<file path="config.mk">
export PLATFORM = sky130hd
export DESIGN_NAME = op_sequencer
export DESIGN_NICKNAME = d
export VERILOG_FILES = /design/src/source/opl_fm_pkg.sv /design/src/source/op_sequencer.sv
export VERILOG_INCLUDE_DIRS = /design/src
export SDC_FILE = /design/constraint.sdc
export NUM_CORES = 1
export LEC_CHECK = 0
export BUFFER_PORTS_ARGS = -buffer_cell sky130_fd_sc_hd__buf_2
export CORE_MARGIN = 4
export CORE_UTILIZATION = 38
export DETAILED_ROUTE_END_ITERATION = 7
export HOLD_SLACK_MARGIN = 0.12
export PLACE_DENSITY_LB_ADDON = 0.08
export SYNTH_ARGS = -nofsm -noshare
export SYNTH_HDL_FRONTEND = slang
export SYNTH_SLANG_ARGS = --single-unit
</file>
<file path="constraint.sdc">
create_clock -name clk -period 3.96 [get_ports clk]
set_input_delay 0.594 -clock clk [delete_from_list [all_inputs] [get_ports clk]]
set_output_delay 0.594 -clock clk [all_outputs]
set_load 0.05 [all_outputs]
</file>
<file path="src/opl_fm_macros.svh">
/*
 * FM operator engine sizes
 * Operator count, datapath widths, sample period and APB register map
 */
`ifndef OPL_FM_MACROS_SVH
`define OPL_FM_MACROS_SVH

`define OPL_NUM_OPS        8
`define OPL_OP_W           3
`define OPL_PHASE_ACC_W    20
`define OPL_PHASE_FINAL_W  10   // Top bits of the accumulator used as table phase
`define OPL_ENV_W          9
`define OPL_OUT_W          13
`define OPL_SAMPLE_PERIOD  16   // Clocks between bursts, at least OPL_NUM_OPS

// APB byte addresses, per-operator registers at a stride of 4
`define OPL_ADDR_CTRL       8'h00
`define OPL_ADDR_FREQ_BASE  8'h10
`define OPL_ADDR_OP_BASE    8'h30

`endif

</file>
<file path="src/source/opl_fm_pkg.sv">
/*
 * FM operator engine types
 * Register layouts, the APB write word, the operator slot, and the
 * formulas behind the log-sine and exponent tables
 */
`default_nettype none
`include "opl_fm_macros.svh"

package opl_fm_pkg;

    typedef struct packed {
        logic [31-`OPL_PHASE_ACC_W:0] rsvd;
        logic [`OPL_PHASE_ACC_W-1:0]  phase_inc;
    } freq_reg_t;

    typedef struct packed {
        logic [18:0]           rsvd;
        logic                  key_on;  // Bit 12
        logic [2:0]            ws;      // Bits 11:9
        logic [`OPL_ENV_W-1:0] env;     // Bits 8:0
    } op_reg_t;

    // One APB write word, read as either layout depending on the address
    typedef union packed {
        freq_reg_t freq;
        op_reg_t   op;
    } reg_word_u;

    typedef struct packed {
        logic [`OPL_OP_W-1:0]        op_num;
        logic [`OPL_PHASE_ACC_W-1:0] phase_inc;
        logic [2:0]                  ws;      // Already masked for mode
        logic [`OPL_ENV_W-1:0]       env;
        logic                        key_on;
    } op_slot_t;

    // round(-log2(sin((i + 0.5) * pi / 512)) * 256)
    function automatic logic [11:0] log_sin_entry(input int i);
        real x;
        x = -$ln($sin((i + 0.5) * 3.14159265358979 / 512.0)) / $ln(2.0) * 256.0;
        return 12'($rtoi(x + 0.5));
    endfunction

    // round((2^(i/256) - 1) * 1024)
    function automatic logic [9:0] exp_entry(input int i);
        real x;
        x = ($pow(2.0, i / 256.0) - 1.0) * 1024.0;
        return 10'($rtoi(x + 0.5));
    endfunction

endpackage

`default_nettype wire

</file>
<file path="src/source/op_sequencer.sv">
/*
 * Operator sequencer
 * Counts the sample period and issues one slot per clock for all
 * operators at the start of each period while running
 */
`timescale 1ns/1ps
`default_nettype none
`include "opl_fm_macros.svh"

module op_sequencer (
    input  wire                       clk,
    input  wire                       rst,
    input  wire                       run,
    input  wire                       is_new,
    input  var opl_fm_pkg::freq_reg_t sel_freq,
    input  var opl_fm_pkg::op_reg_t   sel_op,
    input  wire  [`OPL_NUM_OPS-1:0]   key_pending,
    output logic [`OPL_OP_W-1:0]      op_sel,
    output logic                      key_ack,
    output logic                      slot_valid,
    output opl_fm_pkg::op_slot_t      slot
);
    localparam int CNT_W = $clog2(`OPL_SAMPLE_PERIOD);

    logic [CNT_W-1:0] cnt;
    logic             active;
    logic             issue;
    logic [2:0]       ws_mask;

    // A burst once started always runs to the end of its period
    assign active  = run || (cnt != '0);
    assign issue   = active && (int'(cnt) < `OPL_NUM_OPS);
    assign op_sel  = cnt[`OPL_OP_W-1:0];
    assign key_ack = issue && key_pending[op_sel];
    assign ws_mask = is_new ? 3'd7 : 3'd3;  // Old mode has four waveforms

    always_ff @(posedge clk) begin
        if (rst)
            cnt <= '0;
        else if (active)
            cnt <= (cnt == CNT_W'(`OPL_SAMPLE_PERIOD - 1)) ? '0 : cnt + 1'b1;
    end

    always_ff @(posedge clk) begin
        if (rst)
            slot_valid <= 1'b0;
        else
            slot_valid <= issue;
    end

    always_ff @(posedge clk) begin
        if (issue) begin
            slot.op_num    <= op_sel;
            slot.phase_inc <= sel_freq.phase_inc;
            slot.ws        <= sel_op.ws & ws_mask;
            slot.env       <= sel_op.env;
            slot.key_on    <= key_pending[op_sel];
        end
    end

endmodule

`default_nettype wire

</file>
==> metrics.md <==
| Metric | Value |
|---|---|
| Fill cells | `roughly 320` |
| Worst Hold End | `slot[25]` |
| Die height | `69.9 um` |
| Dominant cells by area after synthesis | `edfxtp_1 (74%), dfxtp_1 (6.9%), buf_4 (2.1%), ha_1 (1.7%), nor4b_4 (1.6%)` |
| Clock transition at the registers of the reported paths | `0.07 ns` |
| Final hold violation count | `0` |
| Worst-margin pin slew | `0.683 ns` |
| R2r startpoint | `cnt[0]` |
| Total GRT Usage | `between 10% and 20%` |
| PwrDens | `623 mW/mm2` |
| Number of slew-limit violations in the final report | `0` |
| Number of I/O pins | `between 100 and 150` |
| Avg Cell Area, Syn | `18.9 um2` |
| Avg WL per Cell | `approximately 13 um` |
| Crit path max fanout | `13` |
| CTS tree | `yes` |
| Normalized max-slew margin | `53.3%` |
| Num CTS Buffers | `5` |
| Worst r2r path cells | `5` |
| Multi-input gate area | `roughly 240 um2` |
| Final min period | `2.53 ns` |
| Skew final | `around 0.0047 ns` |
| CP required | `about 3.4 ns` |
| Yosys cell types | `25` |
| Commonest cells post-synth | `edfxtp_1 (36), dfxtp_1 (5), buf_4 (4)` |
| I/O Buffers | `84` |
| Ys flop type | `edfxtp_1` |
| Top cell type by total area after synthesis | `edfxtp_1` |
| 1st-iter DRT viols | `29` |
| Crit. End Element | `primary output` |
| RSZ-0062 raised after global routing | `false` |
| Synth async-reset ratio | `0%` |
| Hold Buf Count CTS | `0` |
| Hold Path Depth | `1` |
| Critical path class | `register to primary output` |
| Max-cap violations | `0` |
| First-pass DRT Iterations | `4` |
| Clk Latency, worst-skew pair | `0.28 ns` |
| Initial antenna violation count | `0` |
| Register area share after synthesis | `between 80% and 90%` |
| Synthesized Nets | `~160` |
| Fmax | `slightly below 0.4 GHz` |
| Initial core utilization | `39.4%` |
| Sw Pwr | `~0.47 mW` |
| Share of layout cells above drive strength 1 | `a little under 60%` |
| DRT antenna net count | `0` |
| Crit share post-route | `a little under two thirds` |
| CTS Buffer Depth | `2` |
| Vias in the first global route | `roughly 950` |
| Sw frac | `37.9%` |
| Nets | `242` |
| Post-route insts no fill | `213` |
| Diode count | `0` |
| Logic gate share of total power | `around a third` |
| Yosys warnings | `0` |
| Number of synthesized flops with an enable pin | `36` |
| Final-report setup violation count | `0` |
| # DRC | `0` |
| Leakage Power | `0.873 nW` |
| Clk root buf | `clkbuf_8` |
| Clock power share | `19.9%` |
| DR vias/cell | `~4.5` |
| Worst VDD drop | `about 0.22 mV` |
| DP Wirelength | `just over 2 mm` |
| Die Wd | `approximately 70 um` |
| P&R area growth vs syn | `37.2%` |
| Gate Count Post-Synth | `77` |
| FF+latch area | `approximately 0.0012 mm2` |
| Seq pwr share | `47.0%` |
| H-Tree Depth | `2` |
| Clock Sinks | `41` |
| Post-CTS setup buffers | `0` |
| Gpl congestion | `between 0.7 and 0.8` |
| R2R setup slack | `around 2 ns` |
| DRT Wirelength | `around 2.7 mm` |
| Residual overflow from global routing | `0` |
| Most common cell in the netlist | `edfxtp_1` |
| First-pass GRT wire length | `between 4 and 5 mm` |
| Finished Core Util | `between 50 and 60%` |
| R2R Path End | `slot[5]` |
| Run status | `finished clean` |
| Crit path launch type | `register` |
| Largest net degree at the start of global routing | `37` |
| Die Footprint | `between 0.004 and 0.005 mm2` |
| Synthesized area | `between 0.001 and 0.0015 mm2` |
| TNS Setup | `0 ns` |
| Hold Path Class | `input port to register` |
| Rows | `22` |
| Min-delay src | `sel_freq[12]` |
| Total placed cells including tap cells | `roughly 200` |
| Post-synth top area share | `roughly 74%` |
| Routed vias | `~950` |
| Pint | `between 0.7 and 0.8 mW` |
| Worst path arrival time | `approximately 1.9 ns` |
| FF+latch count, synth | `between 40 and 50` |
| Core box area | `approximately 0.0037 mm2` |
| # resized after CTS | `0` |
==> registers in the layout (all words and copies together), names as in the netlist <==
name / flops
slot_valid: 1
cnt: 4
slot: 36
==> how the worst max path moves through the flow <==
stage / cells after the start / start / endpoint / slack, ns
finish: 4 / cnt[0] / key_ack / 1.43
floorplan: 6 / cnt[0] / key_ack / 0.43
CTS: 4 / cnt[0] / key_ack / 1.39
global placement: 5 / key_pending[0] / key_ack / 1.62
detailed placement: 5 / key_pending[0] / key_ack / 1.57
global route: 4 / cnt[0] / key_ack / 1.26
==> power by group through the flow <==
| stage | combinational, mW | clock [mW] | sequential [mW] |
|---|---|---|---|
| 6_report | 0.412 | 0.248 | 0.584 |
| 5_1_grt | 0.432 | 0.282 | 0.593 |
| 4_1_cts | 0.417 | 0.262 | 0.585 |
| 3_5_place_dp | 0.417 | 0 | 0.595 |
| 3_3_place_gp | 0.414 | 0 | 0.592 |
| 2_1_floorplan | 0.111 | 0 | 0.810 |
==> through the flow <==
| stage | total power [mW] | worst slack (ns) | hold WS (ns) | cell area (um2) |
|---|---|---|---|---|
| after floorplan | 0.921 | 0.432 | 0.454 | 1460 |
| after detailed placement | 1.01 | 1.57 | 0.623 | 1910 |
| final | 1.24 | 1.43 | 0.484 | 1990 |
| after CTS | 1.26 | 1.39 | 0.468 | 1990 |
| after global routing | 1.31 | 1.26 | 0.456 | 1990 |
| after global placement | 1.01 | 1.62 | 0.614 | 1910 |
==> cell type report <==
type / instances / share of cell area [%]
clock buffer: 8 / 4.02
timing repair buffer: 85 / 21.5
inverter: 2 / 0.376
tap: 48 / 3.01
sequential: 41 / 59.2
multi-input combinational: 29 / 11.9
==> cell usage in the layout (no fill, tap or decap), types with 2 or more instances in the layout <==
| cell type | Yosys | layout |
|---|---|---|
| a21oi_1 | 2 | 2 |
| buf_2 | 0 | 84 |
| clkbuf_1 | 0 | 3 |
| clkbuf_8 | 0 | 5 |
| dfxtp_1 | 5 | 5 |
| edfxtp_1 | 36 | 36 |
| ha_1 | 2 | 2 |
| inv_1 | 2 | 2 |
| mux2_2 | 2 | 2 |
| mux2i_1 | 2 | 2 |
| nand2_1 | 2 | 2 |
| nor2_1 | 3 | 2 |
| nor3_1 | 3 | 3 |
==> worst max-delay path, cell delays in order, from the launching register on <==
cell	delay [ns]
dfxtp_1	0.59
nor2b_1	0.09
a2111oi_0	0.63
nor4b_2	0.11
buf_2	0.24
==> cells by family after synthesis <==
kind of cell,share of synthesized area [%]
and+or+nand+nor,7.23
muxes,2.93
buffers and inverters,3.36
adders and majority gates,1.72
AOI/OAI and AO/OA,2.93
DFF,81.2
xor gates and xnor gates,0.603
==> per-layer routing <==
layer | GRT usage [%] | up-vias | part of all wire (%)
met5 | 0 | - | 0
met2 | 20.6 | 46 | 54
li1 | - | 461 | -
met4 | 5.11 | 0 | 0.91
met1 | 11.4 | 441 | 37
met3 | 4.75 | 4 | 8.2
(Power assumes the default switching activity.)
